===== config.mk =====
export PLATFORM = sky130hd
export DESIGN_NAME = spi_mem_top
export DESIGN_NICKNAME = d
export VERILOG_FILES = /design/src/spi_mem_pkg.sv /design/src/spi_byte_slave.sv /design/src/spi_cmd_engine.sv /design/src/mem_arbiter.sv /design/src/byte_ram.sv /design/src/spi_mem_top.sv
export SDC_FILE = /design/constraint.sdc
export NUM_CORES = 1
export LEC_CHECK = 0
export BUFFER_PORTS_ARGS = -buffer_cell sky130_fd_sc_hd__buf_2
export CAP_MARGIN = 20
export CELL_PAD_IN_SITES_DETAIL_PLACEMENT = 1
export CELL_PAD_IN_SITES_GLOBAL_PLACEMENT = 1
export CORE_AREA = 5 5 131 133
export DETAILED_ROUTE_END_ITERATION = 16
export DIE_AREA = 0 0 136 138
export PLACE_DENSITY = 0.92
export REMOVE_ABC_BUFFERS = 1
export SLEW_MARGIN = 20
export SYNTH_ARGS = -nofsm -noshare
export SYNTH_HDL_FRONTEND = slang
export SYNTH_HIERARCHICAL = 1
export SYNTH_SLANG_ARGS = --single-unit

===== constraint.sdc =====
create_clock -name clk_i -period 6.6 [get_ports clk_i]
set_input_delay 0.66 -clock clk_i [delete_from_list [all_inputs] [get_ports clk_i]]
set_output_delay 0.66 -clock clk_i [all_outputs]
set_load 0.1 [all_outputs]

===== src/spi_mem_pkg.sv =====
// SPI memory bridge definitions
`default_nettype none

package spi_mem_pkg;

    localparam int ADDR_W       = 4;
    localparam int DATA_W       = 8;
    localparam int MEM_DEPTH    = 16;
    localparam int CMD_READ_BIT = 7;
    localparam int SYNC_STAGES  = 3;
    localparam int N_PORTS      = 2;

    typedef logic [ADDR_W-1:0]          addr_t;
    typedef logic [DATA_W-1:0]          data_t;
    typedef logic [$clog2(N_PORTS)-1:0] port_sel_t;

    // Arbiter port numbers
    localparam port_sel_t ENG_PORT  = port_sel_t'(0);
    localparam port_sel_t HOST_PORT = port_sel_t'(1);

    typedef enum logic [2:0] {
        IDLE,
        CMD,
        WR_DATA,
        RD_FETCH,
        RD_WAIT,
        RD_SEND
    } engine_state_t;

    typedef enum logic [1:0] {
        ARB_IDLE,
        ARB_ACCESS,
        ARB_ACK,
        ARB_RELEASE
    } arb_state_t;

endpackage

`default_nettype wire


===== src/spi_byte_slave.sv =====
// SPI mode-0 byte slave
`default_nettype none

module spi_byte_slave
    import spi_mem_pkg::*;
(
    input  logic  clk_i,
    input  logic  rst_i,
    input  logic  sclk_i,
    input  logic  cs_n_i,
    input  logic  mosi_i,
    output logic  miso_o,
    input  data_t tx_data_i,
    input  logic  tx_valid_i,
    output logic  tx_ready_o,
    output data_t rx_data_o,
    output logic  rx_valid_o,
    input  logic  rx_ready_i
);

    logic [SYNC_STAGES-1:0] sclk_sync;
    logic                   sclk_rise;
    logic                   sclk_fall;

    logic [2:0] rx_cnt;
    data_t      rx_shift;
    logic       rx_last;
    logic       rx_load;

    logic [2:0] tx_cnt;
    data_t      tx_shift;
    data_t      tx_hold;
    logic       tx_held;
    logic       tx_take;
    logic       tx_boundary;

    // sclk enters at bit 0 and the oldest sample sits at the top
    always_ff @(posedge clk_i) begin
        if (rst_i) begin
            sclk_sync <= '0;
        end else begin
            sclk_sync <= {sclk_sync[SYNC_STAGES-2:0], sclk_i};
        end
    end

    assign sclk_rise = sclk_sync[SYNC_STAGES-2] & ~sclk_sync[SYNC_STAGES-1];
    assign sclk_fall = ~sclk_sync[SYNC_STAGES-2] & sclk_sync[SYNC_STAGES-1];

    assign rx_last = !cs_n_i && sclk_rise && (rx_cnt == 3'd7);
    // A full byte is dropped while the previous one is still pending
    assign rx_load = rx_last && (!rx_valid_o || rx_ready_i);

    always_ff @(posedge clk_i) begin
        if (rst_i) begin
            rx_cnt     <= '0;
            rx_valid_o <= 1'b0;
        end else begin
            if (rx_valid_o && rx_ready_i) begin
                rx_valid_o <= 1'b0;
            end
            if (rx_load) begin
                rx_valid_o <= 1'b1;
            end
            if (cs_n_i) begin
                rx_cnt <= '0;
            end else if (sclk_rise) begin
                rx_cnt <= rx_cnt + 3'd1;
            end
        end
    end

    // MSB first
    always_ff @(posedge clk_i) begin
        if (!cs_n_i && sclk_rise) begin
            rx_shift <= {rx_shift[6:0], mosi_i};
        end
        if (rx_load) begin
            rx_data_o <= {rx_shift[6:0], mosi_i};
        end
    end

    assign tx_take     = tx_valid_i && tx_ready_o;
    assign tx_boundary = !cs_n_i && sclk_fall && (tx_cnt == 3'd7);

    always_ff @(posedge clk_i) begin
        if (rst_i) begin
            tx_cnt     <= '0;
            tx_shift   <= '0;
            tx_held    <= 1'b0;
            tx_ready_o <= 1'b0;
        end else if (cs_n_i) begin
            tx_cnt     <= '0;
            tx_shift   <= '0;
            tx_held    <= 1'b0;
            tx_ready_o <= 1'b0;
        end else begin
            if (sclk_fall) begin
                tx_cnt <= tx_cnt + 3'd1;
                if (tx_boundary) begin
                    // Underrun sends zeros
                    tx_shift <= tx_held ? tx_hold : '0;
                end else begin
                    tx_shift <= {tx_shift[6:0], 1'b0};
                end
            end
            if (tx_take) begin
                tx_held <= 1'b1;
            end else if (tx_boundary) begin
                tx_held <= 1'b0;
            end
            tx_ready_o <= !(tx_take || (tx_held && !tx_boundary));
        end
    end

    always_ff @(posedge clk_i) begin
        if (tx_take) begin
            tx_hold <= tx_data_i;
        end
    end

    assign miso_o = tx_shift[7];

endmodule

`default_nettype wire


===== src/spi_cmd_engine.sv =====
// SPI command engine
`default_nettype none

module spi_cmd_engine
    import spi_mem_pkg::*;
(
    input  logic  clk_i,
    input  logic  rst_i,
    input  logic  cs_n_i,
    input  logic  rx_valid_i,
    input  data_t rx_data_i,
    output logic  rx_ready_o,
    output logic  tx_valid_o,
    output data_t tx_data_o,
    input  logic  tx_ready_i,
    output logic  mem_req_o,
    output logic  mem_we_o,
    output addr_t mem_addr_o,
    output data_t mem_wdata_o,
    input  logic  mem_ack_i,
    input  data_t mem_rdata_i
);

    engine_state_t state;
    addr_t         cur_addr;
    logic          port_free;
    logic          mem_done;

    function automatic addr_t next_addr(input addr_t a);
        next_addr = (a == addr_t'(MEM_DEPTH - 1)) ? '0 : a + addr_t'(1);
    endfunction

    // No new request until the last one has fully released
    assign port_free = !mem_req_o && !mem_ack_i;
    assign mem_done  = mem_req_o && mem_ack_i;

    // Writes hold the byte back while the memory port is busy
    assign rx_ready_o = (state != WR_DATA) || port_free;

    always_ff @(posedge clk_i) begin
        if (rst_i) begin
            state      <= IDLE;
            mem_req_o  <= 1'b0;
            tx_valid_o <= 1'b0;
        end else begin
            // Four-phase release runs even after the frame ends
            if (mem_done) begin
                mem_req_o <= 1'b0;
            end
            if (cs_n_i) begin
                state      <= IDLE;
                tx_valid_o <= 1'b0;
            end else begin
                case (state)
                    IDLE: begin
                        state <= CMD;
                    end
                    CMD: begin
                        if (rx_valid_i) begin
                            state <= rx_data_i[CMD_READ_BIT] ? RD_FETCH : WR_DATA;
                        end
                    end
                    WR_DATA: begin
                        if (rx_valid_i && rx_ready_o) begin
                            mem_req_o <= 1'b1;
                        end
                    end
                    RD_FETCH: begin
                        if (port_free) begin
                            mem_req_o <= 1'b1;
                            state     <= RD_WAIT;
                        end
                    end
                    RD_WAIT: begin
                        if (mem_done) begin
                            tx_valid_o <= 1'b1;
                            state      <= RD_SEND;
                        end
                    end
                    RD_SEND: begin
                        // Next fetch starts as soon as the slave holds this byte
                        if (tx_ready_i) begin
                            tx_valid_o <= 1'b0;
                            state      <= RD_FETCH;
                        end
                    end
                    default: begin
                        state <= IDLE;
                    end
                endcase
            end
        end
    end

    // Address and payload registers
    always_ff @(posedge clk_i) begin
        if (!cs_n_i) begin
            if (state == CMD && rx_valid_i) begin
                cur_addr <= rx_data_i[ADDR_W-1:0];
            end
            if (state == WR_DATA) begin
                if (rx_valid_i && rx_ready_o) begin
                    mem_we_o    <= 1'b1;
                    mem_addr_o  <= cur_addr;
                    mem_wdata_o <= rx_data_i;
                end
                if (mem_done) begin
                    cur_addr <= next_addr(cur_addr);
                end
            end
            if (state == RD_FETCH && port_free) begin
                mem_we_o   <= 1'b0;
                mem_addr_o <= cur_addr;
            end
            if (state == RD_WAIT && mem_done) begin
                tx_data_o <= mem_rdata_i;
                cur_addr  <= next_addr(cur_addr);
            end
        end
    end

endmodule

`default_nettype wire


===== src/mem_arbiter.sv =====
// Round-robin memory arbiter
`default_nettype none

module mem_arbiter
    import spi_mem_pkg::*;
(
    input  logic  clk_i,
    input  logic  rst_i,
    input  logic  eng_req_i,
    input  logic  eng_we_i,
    input  addr_t eng_addr_i,
    input  data_t eng_wdata_i,
    output logic  eng_ack_o,
    output data_t eng_rdata_o,
    input  logic  host_req_i,
    input  logic  host_we_i,
    input  addr_t host_addr_i,
    input  data_t host_wdata_i,
    output logic  host_ack_o,
    output data_t host_rdata_o,
    output logic  ram_we_o,
    output addr_t ram_addr_o,
    output data_t ram_wdata_o,
    input  data_t ram_rdata_i
);

    arb_state_t         state;
    // Also selects the port in service while a transaction runs
    port_sel_t          last_served;
    port_sel_t          pick;
    logic [N_PORTS-1:0] req_vec;
    logic [N_PORTS-1:0] ack_q;
    data_t              rdata_q [N_PORTS];
    logic               host_sel;

    assign req_vec = {host_req_i, eng_req_i};

    // Prefer the port that was not served last
    assign pick = req_vec[~last_served] ? ~last_served : last_served;

    assign host_sel    = (last_served == HOST_PORT);
    assign ram_we_o    = (state == ARB_ACCESS) && (host_sel ? host_we_i : eng_we_i);
    assign ram_addr_o  = host_sel ? host_addr_i : eng_addr_i;
    assign ram_wdata_o = host_sel ? host_wdata_i : eng_wdata_i;

    always_ff @(posedge clk_i) begin
        if (rst_i) begin
            state       <= ARB_IDLE;
            last_served <= HOST_PORT;
            ack_q       <= '0;
        end else begin
            case (state)
                ARB_IDLE: begin
                    if (|req_vec) begin
                        last_served <= pick;
                        state       <= ARB_ACCESS;
                    end
                end
                ARB_ACCESS: begin
                    state <= ARB_ACK;
                end
                ARB_ACK: begin
                    ack_q[last_served] <= 1'b1;
                    state              <= ARB_RELEASE;
                end
                ARB_RELEASE: begin
                    if (!req_vec[last_served]) begin
                        ack_q[last_served] <= 1'b0;
                        state              <= ARB_IDLE;
                    end
                end
                default: begin
                    state <= ARB_IDLE;
                end
            endcase
        end
    end

    // RAM read data is valid one cycle after the access
    always_ff @(posedge clk_i) begin
        if (state == ARB_ACK) begin
            rdata_q[last_served] <= ram_rdata_i;
        end
    end

    assign eng_ack_o    = ack_q[ENG_PORT];
    assign host_ack_o   = ack_q[HOST_PORT];
    assign eng_rdata_o  = rdata_q[ENG_PORT];
    assign host_rdata_o = rdata_q[HOST_PORT];

endmodule

`default_nettype wire


===== src/byte_ram.sv =====
// Byte-wide single-port RAM
`default_nettype none

module byte_ram
    import spi_mem_pkg::*;
(
    input  logic  clk_i,
    input  logic  we_i,
    input  addr_t addr_i,
    input  data_t wdata_i,
    output data_t rdata_o
);

    data_t mem [MEM_DEPTH];

    // Read returns the old word during a write
    always_ff @(posedge clk_i) begin
        if (we_i) begin
            mem[addr_i] <= wdata_i;
        end
        rdata_o <= mem[addr_i];
    end

endmodule

`default_nettype wire


===== src/spi_mem_top.sv =====
// SPI to memory bridge top
`default_nettype none

module spi_mem_top
    import spi_mem_pkg::*;
(
    input  logic  clk_i,
    input  logic  rst_i,
    input  logic  sclk_i,
    input  logic  cs_n_i,
    input  logic  mosi_i,
    output logic  miso_o,
    input  logic  host_req_i,
    input  logic  host_we_i,
    input  addr_t host_addr_i,
    input  data_t host_wdata_i,
    output logic  host_ack_o,
    output data_t host_rdata_o
);

    data_t rx_data;
    logic  rx_valid;
    logic  rx_ready;
    data_t tx_data;
    logic  tx_valid;
    logic  tx_ready;

    logic  eng_req;
    logic  eng_we;
    addr_t eng_addr;
    data_t eng_wdata;
    logic  eng_ack;
    data_t eng_rdata;

    logic  ram_we;
    addr_t ram_addr;
    data_t ram_wdata;
    data_t ram_rdata;

    spi_byte_slave i_spi_slave (
        .clk_i      (clk_i),
        .rst_i      (rst_i),
        .sclk_i     (sclk_i),
        .cs_n_i     (cs_n_i),
        .mosi_i     (mosi_i),
        .miso_o     (miso_o),
        .tx_data_i  (tx_data),
        .tx_valid_i (tx_valid),
        .tx_ready_o (tx_ready),
        .rx_data_o  (rx_data),
        .rx_valid_o (rx_valid),
        .rx_ready_i (rx_ready)
    );

    spi_cmd_engine i_cmd_engine (
        .clk_i       (clk_i),
        .rst_i       (rst_i),
        .cs_n_i      (cs_n_i),
        .rx_valid_i  (rx_valid),
        .rx_data_i   (rx_data),
        .rx_ready_o  (rx_ready),
        .tx_valid_o  (tx_valid),
        .tx_data_o   (tx_data),
        .tx_ready_i  (tx_ready),
        .mem_req_o   (eng_req),
        .mem_we_o    (eng_we),
        .mem_addr_o  (eng_addr),
        .mem_wdata_o (eng_wdata),
        .mem_ack_i   (eng_ack),
        .mem_rdata_i (eng_rdata)
    );

    mem_arbiter i_arbiter (
        .clk_i        (clk_i),
        .rst_i        (rst_i),
        .eng_req_i    (eng_req),
        .eng_we_i     (eng_we),
        .eng_addr_i   (eng_addr),
        .eng_wdata_i  (eng_wdata),
        .eng_ack_o    (eng_ack),
        .eng_rdata_o  (eng_rdata),
        .host_req_i   (host_req_i),
        .host_we_i    (host_we_i),
        .host_addr_i  (host_addr_i),
        .host_wdata_i (host_wdata_i),
        .host_ack_o   (host_ack_o),
        .host_rdata_o (host_rdata_o),
        .ram_we_o     (ram_we),
        .ram_addr_o   (ram_addr),
        .ram_wdata_o  (ram_wdata),
        .ram_rdata_i  (ram_rdata)
    );

    byte_ram i_ram (
        .clk_i   (clk_i),
        .we_i    (ram_we),
        .addr_i  (ram_addr),
        .wdata_i (ram_wdata),
        .rdata_o (ram_rdata)
    );

endmodule

`default_nettype wire


### Word-level counts from Yosys, hierarchy flattened

Memories as Yosys holds them, arrays and structs flattened. A register that Yosys moved wholly into a read port is not among the register bits.
Cells that the tools add are included.

* memories: 2
* word-level logic and storage cells: 146
* memory bits (writable): 144
* output and inout port bits: 10
* bits in registers: 70

* add/sub/neg operators: 3
* eq/ne operators: 18
* magnitude comparators: 3
* reductions and logical operators: 42
* multiplexer cells: 48
* bitwise logic cells: 10

Memories
* i_ram.mem: words 16, width 8, rd ports 1, clocked after memory_dff 1, wr ports 1, line byte_ram.sv:14 `data_t mem [MEM_DEPTH];`
* i_arbiter.rdata_q: words 2, width 8, rd ports 2, clocked after memory_dff 1, wr ports 1, line mem_arbiter.sv:33 `data_t rdata_q [N_PORTS];`

Operators with widths (count)
* 4-bit 2-to-1 mux: 9
* 8-bit 2-to-1 mux: 3
* 1-bit 2-to-1 mux: 23
* 3-bit one-hot mux with 6 select lines: 1
* 1-bit logical AND: 15
* 3-bit equality test (second input constant): 4
* 3-bit 2-to-1 mux: 4
* 3-bit AND reduction: 4
* 2-bit nonzero test: 6
* 2-bit one-hot mux with 4 select lines: 1
* 3-bit by 1-bit adder with 3-bit output (second input constant): 2
* 3-bit by 2-bit equality test with 1-bit output (second input constant): 2
* 1-bit zero test: 6
* 2-bit 2-to-1 mux: 3
* 2-bit by 1-bit inequality test with 1-bit output (second input constant): 3
* 2-bit inequality test (second input constant): 3
* 2-bit AND reduction: 3
* 1-bit inverter: 5
* 5-bit AND reduction: 1
* 4-bit by 1-bit adder with 4-bit output (second input constant): 1
* 2-bit equality test (second input constant): 2
* 4-bit equality test (second input constant): 1
* 1-bit by 2-bit less-than comparator with 1-bit output (second input constant): 2
* 1-bit one-hot mux with 2 select lines: 2
* other kinds (14): 18

### Depth between registers and ports, before layout

Gate-level depths: netlist of run 1.

* depth in word-level cells: 8
* depth in mapped cells: 7
* gate-level depth less buffers: 5

### Cells and area by module

The synthesis of run 1 kept the hierarchy.

By module, submodules not included
* byte_ram: seq. area each 4003.8 um^2, area each 5067.4 um^2, cells each 230, times used 1
* spi_byte_slave: seq. area each 1091.0 um^2, area each 1571.5 um^2, cells each 118, times used 1
* spi_cmd_engine: seq. area each 850.8 um^2, area each 1256.2 um^2, cells each 86, times used 1
* mem_arbiter: seq. area each 580.6 um^2, area each 988.4 um^2, cells each 67, times used 1

### Least setup slack after synthesis of run 1

No wires, ideal clock.

* kind: input to register
* start point: input port host_addr_i[2]
* end point: memory i_ram/mem[0][0] (netlist name) (enable)
* slack: 4.131 ns
* path buffers: 0
* data required time: 6.217 ns
* arrival: 2.085 ns
* stages: 3
* cells stage by stage: mux2_2 -> or3b_2 -> nor3_1

* longest elaborated chain between the ends: 1

Ends and longest elaborated chain
* start: declaration: line spi_mem_top.sv:15 `input addr_t host_addr_i,`
* 4-bit 2-to-1 mux: line mem_arbiter.sv:43 `assign ram_addr_o = host_sel ? host_addr_i : eng_addr_i;`
* end: declaration: line byte_ram.sv:14

Every way passes these cells.

### Worst setup path after layout of run 1

* start point: register i_arbiter.last_served, in the netlist i_arbiter/host_sel
* end point: memory i_ram/mem[2][3] (netlist name) (enable)

* elaborated cells on any way between the ends: 5

RTL lines
* start: declaration: line mem_arbiter.sv:29 `port_sel_t last_served;`
* start signal: assignment: line mem_arbiter.sv:55 `last_served <= pick;`
* 4-bit 2-to-1 mux: line mem_arbiter.sv:43
* net ram_addr[1]: line spi_mem_top.sv:36 `addr_t ram_addr;`

The timed path passes the listed nets, and every way through them passes these cells.

==> qor.yml, run 1 <==
floorplanning:
  die_h_um: 138
  io_pins: 29
  rows: 46
  start_util_pct: 56.5
  die_area_sq_mm: 0.0188
  fp.dieW_um: 136
  core_region_area_sq_mm: 0.0157
grt:
  grt_overflow: 0
  grt_use_total_pct: 21.5
  grt_pass1_wl_mm: 30.5
  antenna_found_initial: 0
  grt_pass1_vias: 4985
  grt_start_max_net_pins: 40
yosys:
  synth_seq_cells: 230
  synth_area_per_cell_sq_um: 17.7
  ys_types: 57
  synth.most_common_cell: "edfxtp_1"
  synth_edf_count: 192
  synthTopCellsByCount: "edfxtp_1, dfxtp_1, mux4_2"
  synth_top_area_share_pct: 64.9
  synth_area_sq_mm: 0.00888
  synth_ff_type: "edfxtp_1"
  yosysTopAreaCell: "edfxtp_1"
  synth.top_cells.by_area: "edfxtp_1, dfxtp_1, mux4_2"
  synth-async-reset-ratio_pct: 0
  synth-seq-area-share_pct: 73.5
  syn_inst: 501
  yosys_warnings: 6
timing:
  fin_crit_sh_pct: 50.7
  finClkSkew_ns: 0.0164
  relSlewSlack_pct: 24.3
  rsz0062_at_grt: "no"
  fmax_ghz: 0.299
  fin_setup_tns_ns: 0
  fin_hold_ws_ns: 0.340
  finalHoldViolCount: 0
  worst_pin_slew_ns: 1.13
  setup_viol: 0
  fin_crit_ns: 3.35
  report.final.slew_viol_count: 0
drt:
  num_vias: 4623
  antenna_left: 0
  first_iter_violations: 430
  dr.pass1.iters: 4
  avgViaCountPerCell: 6.03
  drt-total-wl_mm: 19.7
  drc_errors: 0
  routedWlPerCell_um: 25.6
placement:
  dp_hpwl_mm: 13.3
  place_inst: 724
  place.gp.congestion: 0.857
  io_buffer_count: 28
setup_path:
  cp_slowest_cell: "mux2_2"
  critical_path.top_delay_family: "multiplexers"
  cp-end-kind: "register"
  cp_num_buf_inv: 0
  crit_type: "register to register"
  critPathMaxFanout: 39
  cp.required_ns: 6.75
  startpoint_type: "register"
  critPathMaxStageDelay_ns: 0.99
  cp.arrival_ns: 3.50
  crit_start: "i_arbiter/host_sel$_SDFFE_PP1P_"
  crit_path_cell_trace: "mux2_2 -> nand2b_1 -> nor2_1"
  rr_startpoint: "i_arbiter/host_sel$_SDFFE_PP1P_"
power_and_ir_drop:
  p_leak_nw: 3.29
  total_power_w: 0.00326
  power_density_mw_per_mm2: 328
  peakVddDrop_mv: 0.299
clock_network:
  insertion_delay_ns: 0.53
  cts_max_level: 1
  cts-resized-gates: 0
  cts_buffers: 24
  cts_tree: "yes"
  postCtsSetupBuffers: 0
  cts_buffer_depth: 3
  clkTransAtPathRegs_ns: 0.06
  cts_hold_buf: 0
  cts_root_buf: "clkbuf_16"
  clock-sinks: 230
finish:
  layout.nets: 564
  instances_no_fill: 767
  fin_util_pct: 63.3
  antenna_cells: 0
  area_growth_pct: 11.9
  drive_gt1_share_pct: 22.3
  final.fill_count: 1380
outcome:
  outcome: "complete, no violations"
worst_hold_path:
  min-delay-start: "mosi_i"
  hold_path_class: "primary input to register"
run:
  drv_cap: 0
final cells by class:
type	instances	area, sq um	share of cell area (%)
clock buffer	30	633	6.37
clock inverter	13	129	1.30
inverter	9	33.8	0.340
multi-input combinational	240	2200	22.1
sequential	230	6530	65.7
tap	216	270	2.72
timing repair buffer	29	148	1.49
metrics by stage:
step | setup slack (ns) | instance area, sq um
2_1_floorplan | 3.88 | 8740
3_3_place_gp | 3.66 | 9160
3_5_place_dp | 3.25 | 9160
4_1_cts | 3.22 | 9920
5_1_grt | 3.08 | 9940
6_report | 3.25 | 9940
sequential cells by signal, indices dropped and copies added (netlist names), 4 cells and up, named ones only:
name / cells
i_ram/rdata_o: 8
i_arbiter/rdata_q: 16
i_cmd_engine/cur_addr: 4
i_spi_slave/tx_shift: 8
i_spi_slave/tx_hold: 8
i_ram/mem: 128
i_cmd_engine/mem_addr_o: 4
i_spi_slave/rx_shift: 7
i_cmd_engine/tx_data_o: 8
i_spi_slave/rx_data_o: 8
i_cmd_engine/mem_wdata_o: 8
placed cells by master, fill, tap and decap left out, types with 10 or more instances in the layout:
cell,n
nor2_1,29
dfxtp_1,38
a22oi_1,16
clkbuf_16,24
ha_1,11
a21oi_1,10
edfxtp_1,192
mux4_2,32
nand2_1,29
nand2b_1,12
buf_2,28
mux2_2,13
layer usage:
metal	vias to the layer above	wire (um)	global-route usage, %
li1	2030	-	-
met1	2413	7760	28.1
met2	139	10200	36.5
met3	41	1100	4.28
met4	0	559	6.31
met5	-	0	0
worst paths after layout:
path                                    endpoint  slack [ns]  depth (start not counted)
min reg2reg  i_cmd_engine/tx_data_o[3]$_DFFE_PP_        0.42                          0
max                    i_ram/mem[2][3]$_DFFE_PP_        3.25                          3
max reg2reg            i_ram/mem[2][3]$_DFFE_PP_        3.25                          3
min           i_spi_slave/rx_data_o[0]$_DFFE_PP_        0.34                          1
where the power goes:
part           switching [W]  internal [W]
clock               0.000527      0.000758
combinational       0.000231     0.0000867
sequential         0.0000325       0.00162
logic make-up after synthesis:
group | after synthesis | share of synthesized area (%)
flops | 230 | 73.5
simple gates | 117 | 6.96
compound gates | 55 | 4.87
mux | 55 | 10.9
buf+inv | 31 | 2.01
fa+ha+maj | 11 | 1.55
xor+xnor | 2 | 0.197
Power figures use the tool's default switching activity.
==> run 2: changes to the inputs <==
Settings changed: CORE_AREA 5 5 131 133 to 5 5 136 138, DIE_AREA 0 0 136 138 to 0 0 141 143, PLACE_DENSITY 0.92 to 0.86.
Clock period 6.6 ns to 3.1 ns, I/O delays scaled along.
==> run 2 against run 1 <==
  * First-iteration DRC count down 27%
  * Largest power group unchanged
  * Register-to-register slack got worse by 2.6 ns
  * Clock-buffer cell count decreased by 3
  * Largest cell class unchanged
  * Critical path depth up 3
  * Non-clock buffer count increased by 20
  * Critical path type unchanged
  * Fmax up 38%
==> qor.yml, run 2 (same netlist as run 1, synthesis figures left out) <==
outcome:
  outcome: "complete, no violations"
clock_network:
  cts_root_buf: "clkbuf_16"
  clock-sinks: 230  # unchanged
  clkTransAtPathRegs_ns: 0.06  # about the same
  cts_tree: "yes"
  cts_max_level: 1  # unchanged
  postCtsSetupBuffers: 0  # unchanged
  cts_buffer_depth: 3  # unchanged
  insertion_delay_ns: 0.50  # -0.03 ns
  cts_buffers: 24  # unchanged
  cts-resized-gates: 0  # unchanged
timing:
  finClkSkew_ns: 0.0102  # -0.00617 ns
  fmax_ghz: 0.411  # +38%
  fin_setup_tns_ns: 0  # unchanged
  fin_crit_sh_pct: 78.4  # +28 points
  finalHoldViolCount: 0  # unchanged
  worst_pin_slew_ns: 1.02  # -0.111 ns
  rsz0062_at_grt: "no"
  relSlewSlack_pct: 32.3  # +8.0 points
  fin_crit_ns: 2.43  # -0.914 ns
  setup_viol: 0  # unchanged
  report.final.slew_viol_count: 0  # unchanged
setup_path:
  r2r_end: "i_ram/mem[0][3]$_DFFE_PP_"
  cp.required_ns: 3.31  # -3.44 ns
  crit_start: "i_arbiter/host_sel$_SDFFE_PP1P_"
  crit_type: "register to register"
  rr_startpoint: "i_arbiter/host_sel$_SDFFE_PP1P_"
  critPathMaxFanout: 20  # -49%
  crit_path_end: "i_ram/mem[0][3]$_DFFE_PP_"
  reg2reg_depth: 6  # +3
  startpoint_type: "register"
  cpMostUsedCell: "buf_4"
  cp.arrival_ns: 2.64  # -0.86 ns
  rrSetupSlack_ns: 0.67  # -2.59 ns
  cp-end-kind: "register"
  cp_slowest_cell: "or3b_2"
  critPathMaxStageDelay_ns: 0.55  # -0.44 ns
  crit_path_cell_trace: "buf_4 -> mux2i_1 -> nor2b_1 -> or3b_2 -> nor3_1 -> buf_4"
power_and_ir_drop:
  power_density_mw_per_mm2: 698  # +110%
  switchingPower_w: 0.00171  # +120%
  pwr-share-clk_pct: 40.6  # +1.1 points
  p_seq_share_pct: 49.7  # -1.1 points
  intPower_w: 0.00536  # +120%
  p_sw_share_pct: 24.2  # -0.10 points
  p_leak_nw: 3.42  # +3.8%
  peakVddDrop_mv: 0.485  # +62%
  p_comb_share_pct: 9.7  # about the same
finish:
  postLayoutCellArea_sq_mm: 0.0101  # +2.0%
  drive_gt1_share_pct: 25.9  # +3.6 points
  fin_util_pct: 59.4  # -3.8 points
  final_common_cell: "edfxtp_1"
  reg_top3: "i_ram/mem: 128 flops, i_arbiter/rdata_q: 16 flops"
  final_cell_mix: "edfxtp_1, dfxtp_1, mux4_2"
  final.fill_count: 1546  # +12%
  regMostFlops: "i_ram/mem"
  instances_no_fill: 797  # +3.9%
  layout.nets: 584  # +3.5%
  largest_register_ffs: 128  # unchanged
  area_growth_pct: 14.1
  antenna_cells: 0  # unchanged
drt:
  first_iter_violations: 312  # -27%
  drt-total-wl_mm: 19.8  # +0.79%
  routedWlPerCell_um: 24.9  # -3.0%
  dr.pass1.iters: 4  # unchanged
  num_vias: 4625  # +0.043%
  antenna_left: 0  # unchanged
  drc_errors: 0  # unchanged
  avgViaCountPerCell: 5.80  # -3.7%
grt:
  grt_overflow: 0  # unchanged
  grt_start_max_net_pins: 40  # unchanged
  antenna_found_initial: 0  # unchanged
  grt_pass1_vias: 5239  # +5.1%
  grt_use_total_pct: 20.2  # -1.2 points
  grt_pass1_wl_mm: 30.8  # +0.81%
floorplanning:
  rows: 48  # +4.3%
  die_area_sq_mm: 0.0202  # +7.4%
  core_region_area_sq_mm: 0.0171  # +8.6%
  start_util_pct: 52.1  # -4.5 points
  io_pins: 29  # unchanged
  fp.dieW_um: 141  # +3.7%
  die_h_um: 143  # +3.6%
run:
  drv_cap: 0  # unchanged
placement:
  place_inst: 752  # +3.9%
  io_buffer_count: 28  # unchanged
  place.gp.congestion: 0.849  # -1.0%
  placed_cell_area_sq_mm: 0.00932  # +1.8%
  dp_hpwl_mm: 13.0  # -1.9%
worst_hold_path:
  hold_path_class: "primary input to register"
run 2: changes by cell type in the layout (fill, tap and decap cells not counted), moves of 3 or more:
cell	change
buf_4	+18
nor3_2	-4
clkinvlp_4	+4
clkinv_1	-6
nor3_1	+4
clkinv_2	+5
clkbuf_1	-3
run 2: how the worst min path moves through the flow:
stage          depth (start not counted)                           startpoint                                   to
6_report                               2                               sclk_i  i_spi_slave/sclk_sync[0]$_SDFF_PP0_
5_1_grt                                2                               sclk_i  i_spi_slave/sclk_sync[0]$_SDFF_PP0_
4_1_cts                                1                               mosi_i    i_spi_slave/rx_shift[0]$_DFFE_PP_
3_5_place_dp                           0    i_arbiter/rdata_q[0][2]$_DFFE_PP_  i_cmd_engine/tx_data_o[2]$_DFFE_PP_
3_3_place_gp                           0  i_cmd_engine/tx_data_o[6]$_DFFE_PP_     i_spi_slave/tx_hold[6]$_DFFE_PP_
2_1_floorplan                          1                                rst_i   i_cmd_engine/state[2]$_SDFFE_PP0P_
run 2: what timing repair did:
action / CTS / global route
hold endpoints to repair: 0 / 2
endpoints found under the setup margin: 0 / 0
hold buffers: 0 / 1
run 2: layout make-up:
| cell class | instances | area (sq um) | share of cell area (%) |
|---|---|---|---|
| Timing Repair Buffer | 49 | 313 | 3.09 |
| Clock buffer | 27 | 633 | 6.25 |
| Clock inverter | 17 | 170 | 1.68 |
| Multi-Input combinational cell | 240 | 2180 | 21.5 |
| Tap cell | 225 | 282 | 2.78 |
| Inverter | 9 | 33.8 | 0.333 |
| Sequential cell | 230 | 6530 | 64.4 |
run 2: metal layers:
| layer | GRT usage (%) | wire length [um] | part of all wire, % |
|---|---|---|---|
| met5 | 0 | 0 | 0 |
| met4 | 4.44 | 428 | 2.2 |
| met3 | 3.45 | 955 | 4.8 |
| met2 | 37.7 | 10600 | 53 |
| met1 | 24.7 | 7860 | 40 |
run 2: stage by stage:
step                total power, W  setup WS [ns]  hold slack (ns)
global route               0.00733          0.481           0.0589
CTS                        0.00714          0.643          0.00481
finish                     0.00708          0.669           0.0268
detailed placement         0.00426          0.747            0.406
floorplan                  0.00406          0.376            0.379
global placement           0.00422          0.912            0.401
run 2: critical path: cells and delay by family, from the launching register on:
family / cells / cell delay [ns]
flops: 1 / 0.39
buf+inv: 2 / 0.52
simple gates: 3 / 1.12
mux: 1 / 0.11
run 2: power by group through the flow:
stage	clock, W	combinational (W)	sequential [W]
2_1_floorplan	0	0.000291	0.00377
3_3_place_gp	0	0.000650	0.00357
3_5_place_dp	0	0.000679	0.00358
4_1_cts	0.00293	0.000689	0.00352
5_1_grt	0.00308	0.000727	0.00352
6_report	0.00288	0.000686	0.00351
==> run 3: changes to the inputs <==
Clock period 3.1 ns to 2.5 ns, I/O delays scaled along.
==> run 3 against run 2 <==
  * Non-clock buffer count up 4
  * Sequential power increased by 24%
  * Clock power is 13% higher
  * Fmax grew 4.9%
  * Flip-flop and latch count stayed put
  * Register-to-register slack lost 0.49 ns
  * Worst hold slack gained 0.094 ns
  * Highest routed layer unchanged
  * Largest cell class unchanged
  * Critical path type unchanged
  * Clock skew about the same
  * Global-route usage up 0.53 points
==> qor.yml, run 3 (same netlist as run 1, synthesis figures left out) <==
setup_path:
  rrSetupSlack_ns: 0.18  # -0.49 ns
  critPathMaxFanout: 28  # +40%
  cp.required_ns: 2.89  # -0.42 ns
  reg2reg_depth: 6  # unchanged
  crit_type: "register to register"
  cp-end-kind: "register"
  cp.arrival_ns: 2.71  # +0.07 ns
  crit_start: "i_arbiter/host_sel$_SDFFE_PP1P_"
  crit_path_end: "i_ram/rdata_o[2]$_DFF_P_"
  startpoint_type: "register"
  rr_startpoint: "i_arbiter/host_sel$_SDFFE_PP1P_"
  r2r_end: "i_ram/rdata_o[2]$_DFF_P_"
finish:
  drive_gt1_share_pct: 25.8  # -0.045 points
  largest_register_ffs: 128  # unchanged
  area_growth_pct: 13.4
  final.fill_count: 1543  # -0.19%
  antenna_cells: 0  # unchanged
  final_cell_mix: "edfxtp_1, dfxtp_1, mux4_2"
  layout.nets: 587  # +0.51%
  instances_no_fill: 798  # +0.13%
  final_common_cell: "edfxtp_1"
  multi_input_area_sq_mm: 0.00218  # +0.11%
  regMostFlops: "i_ram/mem"
  postLayoutCellArea_sq_mm: 0.0101  # -0.58%
  layout.area.seq_sq_mm: 0.00653  # unchanged
  reg_top3: "i_ram/mem: 128 flops, i_arbiter/rdata_q: 16 flops"
drt:
  dr.pass1.iters: 4  # unchanged
  avgViaCountPerCell: 5.90  # +1.6%
  drc_errors: 0  # unchanged
  drt-total-wl_mm: 20.3  # +2.3%
  num_vias: 4705  # +1.7%
  antenna_left: 0  # unchanged
  routedWlPerCell_um: 25.4  # +2.2%
  first_iter_violations: 427  # +37%
floorplanning:
  die_area_sq_mm: 0.0202  # unchanged
  die_h_um: 143  # unchanged
  rows: 48  # unchanged
  start_util_pct: 52.1  # unchanged
  io_pins: 29  # unchanged
  fp.dieW_um: 141  # unchanged
  core_region_area_sq_mm: 0.0171  # unchanged
placement:
  io_buffer_count: 28  # unchanged
  place_inst: 755  # +0.40%
  dp_hpwl_mm: 13.4  # +2.8%
  placed_cell_area_sq_mm: 0.00935  # +0.24%
  place.gp.congestion: 0.855  # +0.75%
clock_network:
  cts_buffers: 23  # -4.2%
  clkTransAtPathRegs_ns: 0.07  # about the same
  cts_buffer_depth: 3  # unchanged
  insertion_delay_ns: 0.51  # about the same
  cts_tree: "yes"
  clock-sinks: 230  # unchanged
  cts_root_buf: "clkbuf_16"
  cts_max_level: 1  # unchanged
grt:
  grt_pass1_wl_mm: 31.3  # +1.6%
  grt_use_met3_pct: 4.49  # +1.0 points
  grt_start_max_net_pins: 29  # -28%
  grt_pass1_vias: 5157  # -1.6%
  antenna_found_initial: 0  # unchanged
  grt_overflow: 0  # unchanged
  met2_usage_pct: 36.1  # -1.7 points
  use_met1_pct: 25.8  # +1.0 points
  grt_use_total_pct: 20.7  # +0.53 points
  gr-max-usage-layer: "met2"
timing:
  finClkSkew_ns: 0.0102  # -0.0000515 ns
  rsz0062_at_grt: "no"
  relSlewSlack_pct: 48.8  # +16 points
  fin_crit_ns: 2.32  # -0.114 ns
  finalHoldViolCount: 0  # unchanged
  worst_pin_slew_ns: 0.767  # -0.249 ns
  fin_setup_tns_ns: 0  # unchanged
  fin_crit_sh_pct: 92.7  # +14 points
  setup_viol: 0  # unchanged
  report.final.slew_viol_count: 0  # unchanged
  fmax_ghz: 0.432  # +4.9%
outcome:
  outcome: "complete, no violations"
worst_hold_path:
  whs_path_depth: 2  # unchanged
  hold_path_class: "primary input to register"
power_and_ir_drop:
  peakVddDrop_mv: 0.631  # +30%
  power_density_mw_per_mm2: 841  # +21%
  p_leak_nw: 3.39  # -0.74%
run:
  drv_cap: 0  # unchanged
-- run 3: area by class of cell --
type	count	share of cell area [%]
multi-input combinational	240	21.6
sequential	230	64.8
clock buffer	29	6.13
timing repair buffer	53	3.43
tap	225	2.79
clock inverter	12	0.906
inverter	9	0.335
-- run 3: power by group --
part           switching, W  internal, W
clock network       0.00140      0.00185
registers         0.0000801      0.00427
logic              0.000623     0.000249
-- run 3: worst min path at each step --
stage | from | endpoint | slack [ns]
after detailed placement | i_cmd_engine/tx_data_o[5]$_DFFE_PP_ | i_spi_slave/tx_hold[5]$_DFFE_PP_ | 0.41
after floorplan | rst_i | i_cmd_engine/state[2]$_SDFFE_PP0P_ | 0.32
after CTS | cs_n_i | i_cmd_engine/state[2]$_SDFFE_PP0P_ | 0.09
after global routing | cs_n_i | i_cmd_engine/state[2]$_SDFFE_PP0P_ | 0.10
after global placement | i_arbiter/rdata_q[0][3]$_DFFE_PP_ | i_cmd_engine/tx_data_o[3]$_DFFE_PP_ | 0.40
final | cs_n_i | i_cmd_engine/state[2]$_SDFFE_PP0P_ | 0.12
-- run 3: worst max-delay path: stages (launching register included) --
cell and delay (ns):
dfxtp_1 0.43, buf_4 0.24, mux2_2 0.51, buf_12 0.24, mux4_2 0.33, a22oi_1 0.34
nand2_1 0.10
-- run 3: timing repair --
item / CTS / global route
endpoints found under the hold margin: 3 / 0
buffers inserted: 0 / 0
setup endpoints to repair: 0 / 8
gates resized for setup: 0 / 1
hold buffers: 2 / 0
-- run 3: metal layers --
metal	share of wire [%]	vias to the layer above
met3	6.6	49
met2	51	148
met4	3.3	0
li1	-	2073
met5	0	-
met1	39	2435
-- run 3: per-stage QoR --
stage	power (W)	hold WS (ns)	setup slack, ns	utilization (%)
finish	0.00848	0.120	0.183	59.1
CTS	0.00857	0.0931	0.00190	59.1
detailed placement	0.00529	0.406	0.0646	54.8
global placement	0.00523	0.405	0.283	54.8
global route	0.00882	0.105	0.110	59.1
floorplan	0.00503	0.319	-0.224	-
